$ cat config.mk
export PLATFORM = sky130hd
export DESIGN_NAME = dd2_rom_top
export DESIGN_NICKNAME = d
export VERILOG_FILES = /design/src/dd2_sdram_pkg.sv /design/src/dd2_map_pkg.sv /design/src/rom_req_if.sv /design/src/dd2_rom_top.sv /design/src/sdram_arbiter.sv /design/src/rom_slot.sv /design/src/prog_mapper.sv
export SDC_FILE = /design/constraint.sdc
export NUM_CORES = 1
export LEC_CHECK = 0
export ABC_AREA = 1
export BUFFER_PORTS_ARGS = -buffer_cell sky130_fd_sc_hd__buf_2
export CORE_AREA = 2 2 225 227
export CTS_CLUSTER_DIAMETER = 120
export DETAILED_ROUTE_END_ITERATION = 8
export DIE_AREA = 0 0 227 229
export PLACE_DENSITY = 0.39
export SLEW_MARGIN = 20
export SYNTH_ARGS = -nofsm -noshare
export SYNTH_HDL_FRONTEND = slang
export SYNTH_HIERARCHICAL = 1
export SYNTH_SLANG_ARGS = --single-unit
$ cat constraint.sdc
create_clock -name clk -period 5.1 [get_ports clk]
set_clock_uncertainty 0.2 [all_clocks]
set_input_delay 1.02 -clock clk [delete_from_list [all_inputs] [get_ports clk]]
set_output_delay 1.02 -clock clk [all_outputs]
set_load 0.01 [all_outputs]
$ cat src/dd2_sdram_pkg.sv
// SDRAM reads return 32 bits per 16-bit word address and the slot indexes double as priority
package dd2_sdram_pkg;

    localparam int SDRAM_AW = 22;   // 16-bit word address
    localparam int SDRAM_DW = 32;   // One read burst

    typedef logic [SDRAM_AW-1:0] sdram_addr_t;
    typedef logic [SDRAM_DW-1:0] sdram_line_t;

    // Slot payloads
    typedef logic [7:0]  byte_t;
    typedef logic [15:0] word_t;

    // Number of ROM clients sharing the SDRAM
    localparam int SLOT_N = 3;

    // Lower index wins arbitration
    localparam int SLOT_MAIN = 0;
    localparam int SLOT_CHAR = 1;
    localparam int SLOT_OBJ  = 2;

endpackage

$ cat src/dd2_map_pkg.sv
// Byte addresses of the download stream and SDRAM word bases, valid only for the DD2 ROM set order
package dd2_map_pkg;

    // Download stream layout in bytes
    localparam logic [21:0] BANK_ADDR  = 22'h00_0000;
    localparam logic [21:0] MAIN_ADDR  = 22'h02_0000;
    localparam logic [21:0] SND_ADDR   = 22'h02_8000;
    localparam logic [21:0] SUB_ADDR   = 22'h03_0000;
    localparam logic [21:0] ADPCM_0    = 22'h04_0000;
    localparam logic [21:0] ADPCM_1    = 22'h06_0000;
    localparam logic [21:0] CHAR_ADDR  = 22'h08_0000;
    localparam logic [21:0] SCRZW_ADDR = 22'h09_0000;   // Scroll planes start here
    localparam logic [21:0] OBJWZ_ADDR = 22'h0D_0000;   // Object planes start here
    localparam logic [21:0] PROM_ADDR  = 22'h19_0000;   // Priority PROM, goes to BRAM

    // Relocated graphics in 16-bit SDRAM words
    localparam logic [21:0] SCR_SDRAM  = 22'h06_0000;
    localparam logic [21:0] OBJ_SDRAM  = 22'h08_0000;

    // Word offsets added by each ROM slot
    localparam logic [21:0] MAIN_OFFSET = BANK_ADDR >> 1;
    localparam logic [21:0] CHAR_OFFSET = CHAR_ADDR >> 1;
    localparam logic [21:0] OBJ_OFFSET  = OBJ_SDRAM;

    // Priority PROM depth is 256 entries
    localparam int PROM_AW = 8;

endpackage
$ cat src/rom_req_if.sv
// Request held with a stable address until done, done is a single cycle pulse carrying the line
`timescale 1ns/10ps

interface rom_req_if
    import dd2_sdram_pkg::*;
();

    logic        req;    // Level from the slot
    sdram_addr_t addr;   // Word address of the wanted line
    logic        done;   // One cycle, read finished
    sdram_line_t data;   // Line read at addr

    // ROM slot side
    modport client (
        output req,
        output addr,
        input  done,
        input  data
    );

    // Arbiter side
    modport server (
        input  req,
        input  addr,
        output done,
        output data
    );

endinterface

$ cat src/dd2_rom_top.sv
// ROM path only, clients must hold cs and addr until ok and the SDRAM controller serves one read
`timescale 1ns/10ps

module dd2_rom_top
    import dd2_map_pkg::*;
    import dd2_sdram_pkg::*;
(
    input  logic        clk,
    input  logic        arst_n,
    // Download
    input  logic        downloading,
    output logic        dwnld_busy,
    input  logic [21:0] ioctl_addr,
    input  byte_t       ioctl_data,
    input  logic        ioctl_wr,
    output sdram_addr_t prog_addr,
    output byte_t       prog_data,
    output logic [1:0]  prog_mask,
    output logic        prog_we,
    output logic        prom_we,
    // SDRAM controller
    output logic        sdram_req,
    output sdram_addr_t sdram_addr,
    input  logic        sdram_ack,
    input  logic        data_rdy,
    input  sdram_line_t data_read,
    output logic        refresh_en,
    // Main CPU program
    input  logic        main_cs,
    input  logic [17:0] main_addr,
    output byte_t       main_data,
    output logic        main_ok,
    // Character graphics
    input  logic        char_cs,
    input  logic [15:0] char_addr,
    output byte_t       char_data,
    output logic        char_ok,
    // Object graphics
    input  logic        obj_cs,
    input  logic [18:0] obj_addr,
    output word_t       obj_data,
    output logic        obj_ok
);

    rom_req_if rom_bus [SLOT_N] ();

    assign dwnld_busy = downloading;

    prog_mapper u_mapper (
        .clk         (clk),
        .arst_n      (arst_n),
        .downloading (downloading),
        .ioctl_addr  (ioctl_addr),
        .ioctl_data  (ioctl_data),
        .ioctl_wr    (ioctl_wr),
        .sdram_ack   (sdram_ack),
        .prog_addr   (prog_addr),
        .prog_data   (prog_data),
        .prog_mask   (prog_mask),
        .prog_we     (prog_we),
        .prom_we     (prom_we)
    );

    rom_slot #(
        .payload_t (byte_t),
        .aw        (18),
        .offset    (MAIN_OFFSET)
    ) u_main_slot (
        .clk    (clk),
        .arst_n (arst_n),
        .cs     (main_cs),
        .addr   (main_addr),
        .data   (main_data),
        .ok     (main_ok),
        .bus    (rom_bus[SLOT_MAIN])
    );

    rom_slot #(
        .payload_t (byte_t),
        .aw        (16),
        .offset    (CHAR_OFFSET)
    ) u_char_slot (
        .clk    (clk),
        .arst_n (arst_n),
        .cs     (char_cs),
        .addr   (char_addr),
        .data   (char_data),
        .ok     (char_ok),
        .bus    (rom_bus[SLOT_CHAR])
    );

    // Objects read whole words
    rom_slot #(
        .payload_t (word_t),
        .aw        (19),
        .offset    (OBJ_OFFSET)
    ) u_obj_slot (
        .clk    (clk),
        .arst_n (arst_n),
        .cs     (obj_cs),
        .addr   (obj_addr),
        .data   (obj_data),
        .ok     (obj_ok),
        .bus    (rom_bus[SLOT_OBJ])
    );

    sdram_arbiter u_arbiter (
        .clk         (clk),
        .arst_n      (arst_n),
        .downloading (downloading),
        .slots       (rom_bus),
        .sdram_req   (sdram_req),
        .sdram_addr  (sdram_addr),
        .sdram_ack   (sdram_ack),
        .data_rdy    (data_rdy),
        .data_read   (data_read),
        .refresh_en  (refresh_en)
    );

endmodule

$ cat src/sdram_arbiter.sv
// One read outstanding at a time, downloading aborts any grant and keeps sdram_req low
`timescale 1ns/10ps

module sdram_arbiter
    import dd2_sdram_pkg::*;
(
    input  logic        clk,
    input  logic        arst_n,
    input  logic        downloading,
    rom_req_if.server   slots [SLOT_N],
    output logic        sdram_req,
    output sdram_addr_t sdram_addr,
    input  logic        sdram_ack,
    input  logic        data_rdy,
    input  sdram_line_t data_read,
    output logic        refresh_en
);

    typedef enum logic [1:0] {
        IDLE,
        WAIT_ACK,
        WAIT_DATA
    } state_t;

    typedef logic [$clog2(SLOT_N)-1:0] slot_idx_t;

    state_t            state;
    slot_idx_t         gnt;
    slot_idx_t         pick;
    logic              any_req;
    logic [SLOT_N-1:0] req_vec;
    sdram_addr_t       addr_vec [SLOT_N];

    generate
        for (genvar i = 0; i < SLOT_N; i++) begin : g_slot
            assign req_vec[i]  = slots[i].req;
            assign addr_vec[i] = slots[i].addr;
            // Only the granted slot sees the end of the read
            assign slots[i].done = (state == WAIT_DATA) && data_rdy && (gnt == slot_idx_t'(i));
            assign slots[i].data = data_read;
        end
    endgenerate

    // Fixed priority, lowest index first
    always_comb begin
        pick    = '0;
        any_req = |req_vec;
        for (int i = SLOT_N - 1; i >= 0; i--) begin
            if (req_vec[i]) begin
                pick = slot_idx_t'(i);
            end
        end
    end

    always_ff @(posedge clk or negedge arst_n) begin
        if (!arst_n) begin
            state <= IDLE;
            gnt   <= '0;
        end else if (downloading) begin
            state <= IDLE;                           // SDRAM belongs to the loader
        end else begin
            case (state)
                IDLE: begin
                    if (any_req) begin
                        gnt   <= pick;
                        state <= WAIT_ACK;
                    end
                end
                WAIT_ACK: begin
                    if (sdram_ack) begin
                        state <= WAIT_DATA;
                    end
                end
                WAIT_DATA: begin
                    if (data_rdy) begin
                        state <= IDLE;
                    end
                end
                default: state <= IDLE;
            endcase
        end
    end

    always_ff @(posedge clk) begin
        if (state == IDLE && any_req) begin
            sdram_addr <= addr_vec[pick];            // Held through the ack
        end
    end

    assign sdram_req  = (state == WAIT_ACK) && !downloading;
    assign refresh_en = (state == IDLE) && !any_req;

endmodule

$ cat src/rom_slot.sv
// Caches one SDRAM line, the client must hold cs and addr until ok for the request to complete
`timescale 1ns/10ps

module rom_slot
    import dd2_sdram_pkg::*;
#(
    parameter type         payload_t = byte_t,
    parameter int          aw        = 16,
    parameter sdram_addr_t offset    = '0
) (
    input  logic          clk,
    input  logic          arst_n,
    input  logic          cs,
    input  logic [aw-1:0] addr,
    output payload_t      data,
    output logic          ok,
    rom_req_if.client     bus
);

    logic          cs_r;        // Captured request, frozen while waiting
    logic [aw-1:0] addr_r;
    logic          valid;
    sdram_line_t   line;
    sdram_addr_t   line_addr;
    sdram_addr_t   word_addr;
    logic          hit;
    logic          same;
    logic          req;

    generate
        if ($bits(payload_t) == 8) begin : g_byte
            // Two bytes per SDRAM word
            assign word_addr = offset + sdram_addr_t'(addr_r >> 1);
            assign data      = addr_r[0] ? line[15:8] : line[7:0];
        end else begin : g_word
            assign word_addr = offset + sdram_addr_t'(addr_r);
            assign data      = line[15:0];
        end
    endgenerate

    assign hit  = valid && (line_addr == word_addr);
    assign same = cs_r && (addr == addr_r);          // No change since capture
    assign req  = cs_r && !hit;

    assign bus.req  = req;
    assign bus.addr = word_addr;

    always_ff @(posedge clk or negedge arst_n) begin
        if (!arst_n) begin
            cs_r  <= 1'b0;
            valid <= 1'b0;
            ok    <= 1'b0;
        end else begin
            if (!req) begin
                cs_r <= cs;
            end
            if (bus.done) begin
                valid <= 1'b1;
            end
            // Served from the line or from the read just finished
            ok <= cs && same && (hit || bus.done);
        end
    end

    always_ff @(posedge clk) begin
        if (!req) begin
            addr_r <= addr;                          // Address stays put during a read
        end
        if (bus.done) begin
            line      <= bus.data;
            line_addr <= word_addr;
        end
    end

endmodule

$ cat src/prog_mapper.sv
// Loader must not pulse ioctl_wr while prog_we is high, regions are relocated linearly
`timescale 1ns/10ps

module prog_mapper
    import dd2_map_pkg::*;
    import dd2_sdram_pkg::*;
(
    input  logic        clk,
    input  logic        arst_n,
    input  logic        downloading,
    input  logic [21:0] ioctl_addr,
    input  logic [7:0]  ioctl_data,
    input  logic        ioctl_wr,
    input  logic        sdram_ack,
    output sdram_addr_t prog_addr,
    output logic [7:0]  prog_data,
    output logic [1:0]  prog_mask,
    output logic        prog_we,
    output logic        prom_we
);

    logic [21:0] scr_rel;
    logic [21:0] obj_rel;
    logic [21:0] prom_rel;
    sdram_addr_t sdram_dst;
    logic        is_prom;
    logic        wr_ok;

    // Distances into each relocated region
    assign scr_rel  = ioctl_addr - SCRZW_ADDR;
    assign obj_rel  = ioctl_addr - OBJWZ_ADDR;
    assign prom_rel = ioctl_addr - PROM_ADDR;

    assign is_prom = ioctl_addr >= PROM_ADDR;
    assign wr_ok   = ioctl_wr && downloading;

    always_comb begin
        if (ioctl_addr < SCRZW_ADDR) begin
            sdram_dst = ioctl_addr >> 1;               // Same layout as the stream
        end else if (ioctl_addr < OBJWZ_ADDR) begin
            sdram_dst = SCR_SDRAM + (scr_rel >> 1);
        end else begin
            sdram_dst = OBJ_SDRAM + (obj_rel >> 1);
        end
    end

    // Write strobes
    always_ff @(posedge clk or negedge arst_n) begin
        if (!arst_n) begin
            prog_we <= 1'b0;
            prom_we <= 1'b0;
        end else begin
            prom_we <= 1'b0;                           // Single cycle pulse
            if (sdram_ack) begin
                prog_we <= 1'b0;
            end
            if (wr_ok) begin
                prog_we <= !is_prom;
                prom_we <= is_prom;
            end
        end
    end

    // Address and data for the pending write
    always_ff @(posedge clk) begin
        if (wr_ok) begin
            prog_data <= ioctl_data;
            prog_mask <= ioctl_addr[0] ? 2'b01 : 2'b10;   // Masked byte is not written
            if (is_prom) begin
                prog_addr <= {{(SDRAM_AW-PROM_AW){1'b0}}, prom_rel[PROM_AW-1:0]};
            end else begin
                prog_addr <= sdram_dst;
            end
        end
    end

endmodule

==> reports/qor.txt, run 1 <==
Fin crit period -> 4040 ps
MaxCap Viol Count -> 0
Post-route cell area -> 13,000 um^2
Initial core utilization -> 0.220
Die Wd -> 227 um
GRT overflow -> 0
Most used cell along the critical path -> nand2_1
Rel. slew slack -> 0.566
TritonCTS clock tree -> done
Max stage delay on crit path -> 460 ps
Sink Count -> 221
Max Root-Sink Buffers -> 3
Multi-input gate area -> 3010 um^2
Clk slew on worst S/H paths -> 60 ps
CP max FO -> 20
Vias -> 7,284
Actual slew at the worst max-slew pin -> 650 ps
Final setup vio count -> 0
P per Cell Area -> 344 nW/um^2
CTS Buf Count -> 29
Routed Antenna Nets -> 0
Hold Slack -> 265 ps
Max-slew violation count -> 0
Hold WC Path Type -> flop to flop
Crit. End Element -> output port
Count of final hold-check violations -> 0
Post-synthesis cell area -> 10,900 um^2
Die area -> 52,000 um^2
Cts hold-fix bufs -> 0
Vias per cell -> 3.77
Cell family with most CP delay -> simple AND/OR/NAND/NOR gates
Rows -> 82
Yosys synthesis warning count -> 6
Inserted Diodes -> 0
Setup TNS Final -> 0 ps
Initial antenna violation count -> 8
Worst-Skew Late Latency -> 560 ps
Core ar. -> 49,700 um^2
GPL Wtd Cong -> 0.780
Post-CTS Setup Inserts -> 0
Vias in the first global route -> 7,280
Worst Path Buf+Inv -> 3
Die extent in y -> 229 um
Largest net degree at the start of global routing -> 46
CP max-delay cell -> edfxtp_1
Leakage Power -> 5.58 nW
Crit start category -> flop
CP Cell Sequence -> inv_1, nand2_1, nand2_1, nor2_1, nand2_1, nor2_2, nand3_2, nand2_2, inv_1, nor2_4, nand2_1, nor2_1, buf_2
RSZ-0062 raised after global routing -> false
P&R area growth vs syn -> 19.1%
WL/cell -> 15.4 um
Routed WL -> 29,800 um
Post-layout util -> 0.262
Syn Inst Count -> 1,099
Fin nets -> 1,365
1st-pass router iterations -> 4
Initial DRC Count -> 316
Critical path type -> flop to output port
Total power -> 4.48 mW
Layout cells sized above 1 -> 0.267
DP Wirelength -> 22,000 um
Syn_area_per_cell -> 9.95 um^2
Post-CTS sizing -> 0
First-pass GRT wire length -> 44,600 um
Port Buf Inserts -> 201
Critical path arrival -> 2820 ps
Root Buffer -> clkbuf_16
Max IR drop VDD -> 0.000215 V
Total GRT Usage -> 0.114
Filler cells -> 5,416
Remaining DRCs -> 0
Status -> finished clean
Htree depth -> 1
Highest Clock Rate -> 248 MHz
Io pins -> 218
Required time of the critical path -> 3880 ps
Register area -> 6560 um^2
Crit share post-route -> 0.791
Placed Area -> 12,000 um^2
-- sequential cells by signal, indices dropped and copies added, names as in the netlist, 2 cells and up --
register and flops:
u_arbiter/gnt 2, u_arbiter/sdram_addr 22, u_arbiter/state 2, u_char_slot/addr_r 16, u_char_slot/line 16, u_char_slot/line_addr 15
u_main_slot/addr_r 18, u_main_slot/line 16, u_main_slot/line_addr 17, u_mapper/prog_addr 22, u_mapper/prog_data 8, u_mapper/prog_mask 2
u_obj_slot/addr_r 19, u_obj_slot/line 16, u_obj_slot/line_addr 19
-- path summary, 6_finish.rpt --
path / startpoint / endpoint / slack [ps] / cells after the start
hold reg to reg: u_obj_slot/valid / u_obj_slot/valid / 260 / 1
setup / recovery: u_main_slot/addr_r[6] / refresh_en / 1060 / 13
max in group asynchronous: arst_n / u_mapper/prog_we / 3990 / 1
hold / removal: u_obj_slot/valid / u_obj_slot/valid / 260 / 1
setup reg to reg: u_main_slot/addr_r[6] / u_arbiter/sdram_addr[3] / 1760 / 14
min in group asynchronous: arst_n / u_main_slot/ok / 290 / 1
-- layout make-up --
class | count | area share
clock inverters | 15 | 0.0155
well taps | 672 | 0.0646
flip-flops and latches | 221 | 0.504
multi-input cells | 627 | 0.231
clock buffers | 37 | 0.0580
repair buffers | 208 | 0.0828
inverters | 151 | 0.0439
-- per-stage QoR --
| stage | cells | setup slack (ps) |
|---|---|---|
| floorplan | 1109 | 811 |
| finish | 1931 | 1060 |
| detailed placement | 1878 | 1570 |
| global placement | 1878 | 1570 |
| CTS | 1930 | 922 |
| global route | 1931 | 726 |
-- report_power, final --
part / leakage [nW] / total [mW] / switching [mW] / internal (mW)
clock network: 0.466 / 2.08 / 0.787 / 1.29
registers: 2.06 / 2.08 / 0.0248 / 2.06
logic: 3.06 / 0.317 / 0.204 / 0.114
-- per-layer routing --
metal	part of all wire	global-route usage	vias up
li1	-	-	3712
met1	0.45	0.147	3336
met2	0.46	0.187	175
met3	0.068	0.0332	49
met4	0.018	0.0278	12
met5	0.0029	0	-
-- placed cells by master (no fill, tap or decap), types with 10 or more instances in the layout --
cell type / n
o21ai_1: 10
nand2_1: 311
edfxtp_1: 206
a31oi_1: 22
nor2_1: 107
inv_1: 131
clkbuf_16: 29
buf_2: 201
inv_2: 17
mux2_2: 16
conb_1: 15
nand3_1: 31
dfrtp_1: 15
xnor2_1: 16
nand2_2: 11
nor2_2: 17
o21ai_0: 20
Note: power is estimated with default switching activity, not from simulation.
==> run 2: changes to the inputs <==
clock period = 4.1 ns   (was 5.1 ns; I/O delays follow)
==> reports/qor.txt, run 2 (synthesis gave the netlist of run 1 again) <==
Vias per cell -> 3.76 (-0.34%)
TritonCTS clock tree -> done
Placed Area -> 12,100 um^2 (+0.37%)
Post-route cell area -> 13,000 um^2 (+0.14%)
Core ar. -> 49,700 um^2 (unchanged)
Max IR drop VDD -> 0.000270 V (+26%)
DP Wirelength -> 22,100 um (+0.63%)
Io pins -> 218 (unchanged)
Worst-Skew Late Latency -> 560 ps (about the same)
Post-CTS sizing -> 0 (unchanged)
Count of final hold-check violations -> 0 (unchanged)
Fin nets -> 1,370 (+0.37%)
GPL Wtd Cong -> 0.783 (+0.37%)
Setup TNS Final -> 0 ps (unchanged)
Placed cell count -> 1,884 (+0.32%)
Root Buffer -> clkbuf_16
Status -> finished clean
P per Cell Area -> 425 nW/um^2 (+24%)
Actual slew at the worst max-slew pin -> 581 ps (-68.9 ps)
Post-CTS Setup Inserts -> 0 (unchanged)
Vias in the first global route -> 7,169 (-1.5%)
Sink Count -> 221 (unchanged)
Rel. slew slack -> 0.613 (+0.0470)
Biggest regs -> u_arbiter/sdram_addr: 22 flops, u_mapper/prog_addr: 22 flops
Crit. End Element -> output port
Hold Slack -> 55.4 ps (-209 ps)
Most common cell after layout, fill and taps aside -> nand2_1
Remaining DRCs -> 0 (unchanged)
Inserted Diodes -> 0 (unchanged)
Leakage Power -> 5.61 nW (+0.49%)
GR Layer Usage met2 -> 0.186 (-0.00105)
Routed WL -> 29,600 um (-0.64%)
Met3 Usage GRT -> 0.0325 (-0.000770)
Initial antenna violation count -> 9 (+1)
Critical path type -> flop to output port
Die area -> 52,000 um^2 (unchanged)
Non-Filler Instances -> 1,937 (+0.31%)
Vias -> 7,282 (-0.027%)
Max Root-Sink Buffers -> 3 (unchanged)
Htree depth -> 1 (unchanged)
RSZ-0062 raised after global routing -> false
Routed Antenna Nets -> 0 (unchanged)
First-pass GRT wire length -> 43,900 um (-1.4%)
PnR worst setup slack -> 749 ps (-316 ps)
Largest net degree at the start of global routing -> 46 (unchanged)
Critical path arrival -> 2330 ps (-490 ps)
Die extent in y -> 229 um (unchanged)
Met1 GRT Util -> 0.145 (-0.00178)
Crit start category -> flop
GRT overflow -> 0 (unchanged)
Crit share post-route -> 0.817
Highest Clock Rate -> 298 MHz
Initial core utilization -> 0.220 (unchanged)
Fin crit period -> 3350 ps
WL/cell -> 15.3 um (-0.95%)
MaxCap Viol Count -> 0 (unchanged)
Most frequent cells in the layout -> nand2_1, edfxtp_1, buf_2, inv_1, nor2_1
Clk slew on worst S/H paths -> 60 ps (about the same)
Place WS -> 1250 ps (-322 ps)
Hold WC Path Type -> input port to async pin
Die Wd -> 227 um (unchanged)
Total GRT Usage -> 0.113 (-0.00146)
Rows -> 82 (unchanged)
Final setup vio count -> 0 (unchanged)
P&R area growth vs syn -> 19.3%
Port Buf Inserts -> 201 (unchanged)
CP max FO -> 6 (-70%)
CTS Buf Count -> 29 (unchanged)
Cts hold-fix bufs -> 0 (unchanged)
Max-slew violation count -> 0 (unchanged)
1st-pass router iterations -> 4 (unchanged)
Total power -> 5.54 mW (+24%)
Required time of the critical path -> 3080 ps (-800 ps)
Initial DRC Count -> 309 (-2.2%)
Layout cells sized above 1 -> 0.273 (+0.00585)
Post-layout util -> 0.263 (+0.000377)
GR peak layer -> met2
run 2: critical path, stage by stage, from the launching register on:
cell	delay, ps
edfxtp_1	470
nand2_1	120
nand2_1	50
nor2_1	160
nand2_2	70
nor2_2	90
nand3_2	130
nand2_2	110
inv_1	80
nor2_4	110
nand2_1	110
nor2_1	110
buf_2	160
run 2: routing by layer:
metal,part of all wire,wire length (um),up-vias
li1,-,-,3719
met5,0.0026,78,-
met1,0.45,13400,3337
met2,0.47,13800,154
met3,0.058,1710,60
met4,0.022,644,12
run 2: cell type report:
cell class	count	area [um^2]
tap	672	841
timing repair buffer	213	1100
sequential	221	6560
clock buffer	29	726
fill	5397	36600
multi-input combinational	627	3010
clock inverter	24	233
inverter	151	572
run 2: worst paths after layout:
kind / to / slack (ps) / start / cells past startpoint
hold reg to reg: u_main_slot/valid / 270 / u_main_slot/valid / 1
max in group asynchronous: u_char_slot/ok / 3250 / arst_n / 1
setup / recovery: refresh_en / 750 / u_main_slot/addr_r[3] / 12
min in group clk: u_mapper/prog_data[3] / 240 / ioctl_data[3] / 1
setup reg to reg: u_arbiter/sdram_addr[16] / 1490 / u_main_slot/addr_r[3] / 12
hold / removal: u_obj_slot/ok / 60 / arst_n / 1
run 2: report_power, final:
part           switching, mW  total, mW  internal, mW
registers             0.0315       2.59          2.56
logic                  0.251      0.392         0.141
clock network           1.02       2.56          1.54
total                   1.30       5.54          4.24
==> run 3: changes to the inputs <==
ABC_AREA = 0   (was 1)
CORE_AREA = 2 2 215 217   (was 2 2 225 227)
DIE_AREA = 0 0 217 219   (was 0 0 227 229)
PLACE_DENSITY = 0.4   (was 0.39)
clock period = 3.01 ns   (was 4.1 ns; I/O delays follow)
==> reports/qor.txt, run 3 <==
Routed WL -> 26,100 um (-12%)
Die area -> 47,500 um^2 (-8.6%)
CP max FO -> 2 (-4)
DP Wirelength -> 19,400 um (-12%)
Total GRT Usage -> 0.107 (-0.00523)
Vias -> 5,784 (-21%)
Critical path type -> flop to output port
TritonCTS clock tree -> done
Remaining DRCs -> 0 (unchanged)
Syn_area_per_cell -> 14.6 um^2 (+47%)
Vias per cell -> 3.81 (+1.4%)
RSZ-0062 raised after global routing -> true
Sink Count -> 221 (unchanged)
Failing checks -> setup timing
R2R Setup Slk -> 180 ps (-1310 ps)
Status -> complete, but fails checks
Count of final hold-check violations -> 0 (unchanged)
Most frequent cells in the layout -> edfxtp_1, buf_2, buf_4, xnor2_1, xor2_1
Crit share post-route -> 1.14
Die extent in y -> 219 um (-4.4%)
Max-slew violation count -> 0 (unchanged)
Place WS -> 6.02 ps (-1240 ps)
Max stage delay on crit path -> 400 ps (-70 ps)
Max Root-Sink Buffers -> 3 (unchanged)
PnR worst setup slack -> -423 ps (-1170 ps)
Setup TNS Final -> -423 ps (-423 ps)
Highest Clock Rate -> 291 MHz
Combinational share of power -> 0.053 (-0.018)
Actual slew at the worst max-slew pin -> 543 ps (-37.6 ps)
Fin crit period -> 3430 ps
Crit. End Element -> output port
Power share of the sequential group -> 0.480 (+0.012)
Io pins -> 218 (unchanged)
WL/cell -> 17.2 um (+13%)
Final setup vio count -> 1 (+1)
Largest net degree at the start of global routing -> 38 (-17%)
Worst r2r path cells -> 11 (-1)
Rel. slew slack -> 0.638 (+0.0251)
Most common cell after layout, fill and taps aside -> edfxtp_1
Vias in the first global route -> 6,008 (-16%)
Hold WC Path Type -> input port to flop
Htree depth -> 1 (unchanged)
MaxCap Viol Count -> 0 (unchanged)
Initial core utilization -> 0.221 (+0.000720)
Hold Slack -> 29.5 ps (-26.0 ps)
Sw Ratio -> 0.213 (-0.0219)
Post-layout util -> 0.282 (+0.0193)
Max IR drop VDD -> 0.000358 V (+33%)
Required time of the critical path -> 2210 ps (-870 ps)
Critical path arrival -> 2630 ps (+300 ps)
Fin nets -> 1,024 (-25%)
CTS Buf Count -> 27 (-6.9%)
CP endpoint -> refresh_en
Post-synthesis cell area -> 9960 um^2 (-8.9%)
Biggest regs -> u_arbiter/sdram_addr: 22 flops, u_mapper/prog_addr: 22 flops
CP Cell Sequence -> xor2_1, nor4_1, nand3_1, o21ai_4, inv_1, or3_4, nor3_2, buf_2
GPL Wtd Cong -> 0.747 (-4.6%)
Worst-Skew Late Latency -> 560 ps (about the same)
CP startpoint -> u_main_slot/addr_r[9]
Die Wd -> 217 um (-4.4%)
P&R area growth vs syn -> 27.7%
Syn Inst Count -> 682 (-38%)
1st-pass router iterations -> 4 (unchanged)
Rows -> 78 (-4.9%)
First-pass GRT wire length -> 38,000 um (-13%)
GRT overflow -> 0 (unchanged)
R2R Path End -> u_arbiter/sdram_addr[12]
Layout cells sized above 1 -> 0.408 (+0.135)
Filler cells -> 4,673 (-13%)
Routed Antenna Nets -> 0 (unchanged)
Leakage Power -> 4.66 nW (-17%)
Total power -> 7.18 mW (+30%)
Root Buffer -> clkbuf_16
Cell Int Power -> 5.66 mW (+33%)
Switching power -> 1.53 mW (+18%)
Initial antenna violation count -> 11 (+2)
CP max-delay cell -> edfxtp_1
Core ar. -> 45,100 um^2 (-9.2%)
P per Cell Area -> 565 nW/um^2 (+33%)
Clk pwr share -> 0.467 (+0.006)
Initial DRC Count -> 286 (-7.4%)
Clk slew on worst S/H paths -> 60 ps (about the same)
Yosys synthesis warning count -> 6 (unchanged)
R2r startpoint -> u_main_slot/addr_r[9]
Port Buf Inserts -> 201 (unchanged)
Crit start category -> flop
[run 3: changes by cell type in the layout (fill, tap and decap cells not counted), sizes merged, moves of 15 or more]
cell	change
mux2i	+22
a21oi	+15
a31oi	-20
nand2	-323
xor2	+35
o21ai	-26
nor2	-89
xnor2	+50
buf	+67
inv	-141
nand4	+15
nand3	-29
[run 3: what timing repair did]
action / 4_1_cts / 5_1_grt
pin swaps: 2 / 5
gates resized for setup: 6 / 5
endpoints found under the setup margin: 1 / 10
setup buffers: 1 / 9
hold endpoints to repair: 22 / 0
hold buffers: 8 / 0
[run 3: worst min path at each step]
| stage | start | end | slack [ps] | cells past startpoint |
|---|---|---|---|---|
| 2_1_floorplan | arst_n | u_arbiter/gnt[0] | 110 | 0 |
| 3_3_place_gp | u_main_slot/valid | u_main_slot/valid | 250 | 1 |
| 3_5_place_dp | u_main_slot/valid | u_main_slot/valid | 250 | 1 |
| 4_1_cts | ioctl_data[6] | u_mapper/prog_data[6] | 0.8 | 1 |
| 5_1_grt | ioctl_data[6] | u_mapper/prog_data[6] | 6 | 1 |
| 6_report | ioctl_data[6] | u_mapper/prog_data[6] | 30 | 1 |
[run 3: power groups by stage]
stage,logic [mW],registers [mW],clock network (mW)
floorplan,0.202,3.53,0
finish,0.380,3.45,3.35
global placement,0.376,3.51,0
CTS,0.390,3.45,3.48
global route,0.422,3.45,3.59
detailed placement,0.379,3.51,0
[run 3: cell type report]
type	instances	area, um^2	share of cell area
clock inverters	20	233	0.0183
clock buffers	29	683	0.0537
flip-flops and latches	221	6560	0.516
multi-input cells	349	2700	0.212
diodes	1	2.50	0.000197
well taps	600	751	0.0591
inverters	10	37.5	0.00295
repair buffers	288	1750	0.137
[run 3: metrics by stage]
step / instance area (um^2) / std cells
2_1_floorplan: 10000 / 692
6_report: 12700 / 1518
3_5_place_dp: 11600 / 1450
3_3_place_gp: 11600 / 1450
5_1_grt: 12700 / 1517
4_1_cts: 12600 / 1508
[run 3: critical path: cells and delay by family (launching register included)]
kind,cells,cell delay [ps]
simple gates,4,1050
compound gates,1,200
flops,1,400
xor+xnor,1,210
buf+inv,2,240
[run 3: metal layers]
layer / track usage / wire length [um] / vias to the layer above
met5: 0 / 114 / -
met4: 0.0272 / 406 / 20
met3: 0.0345 / 1700 / 47
met2: 0.173 / 12300 / 119
met1: 0.139 / 11600 / 2808
li1: - / - / 2790
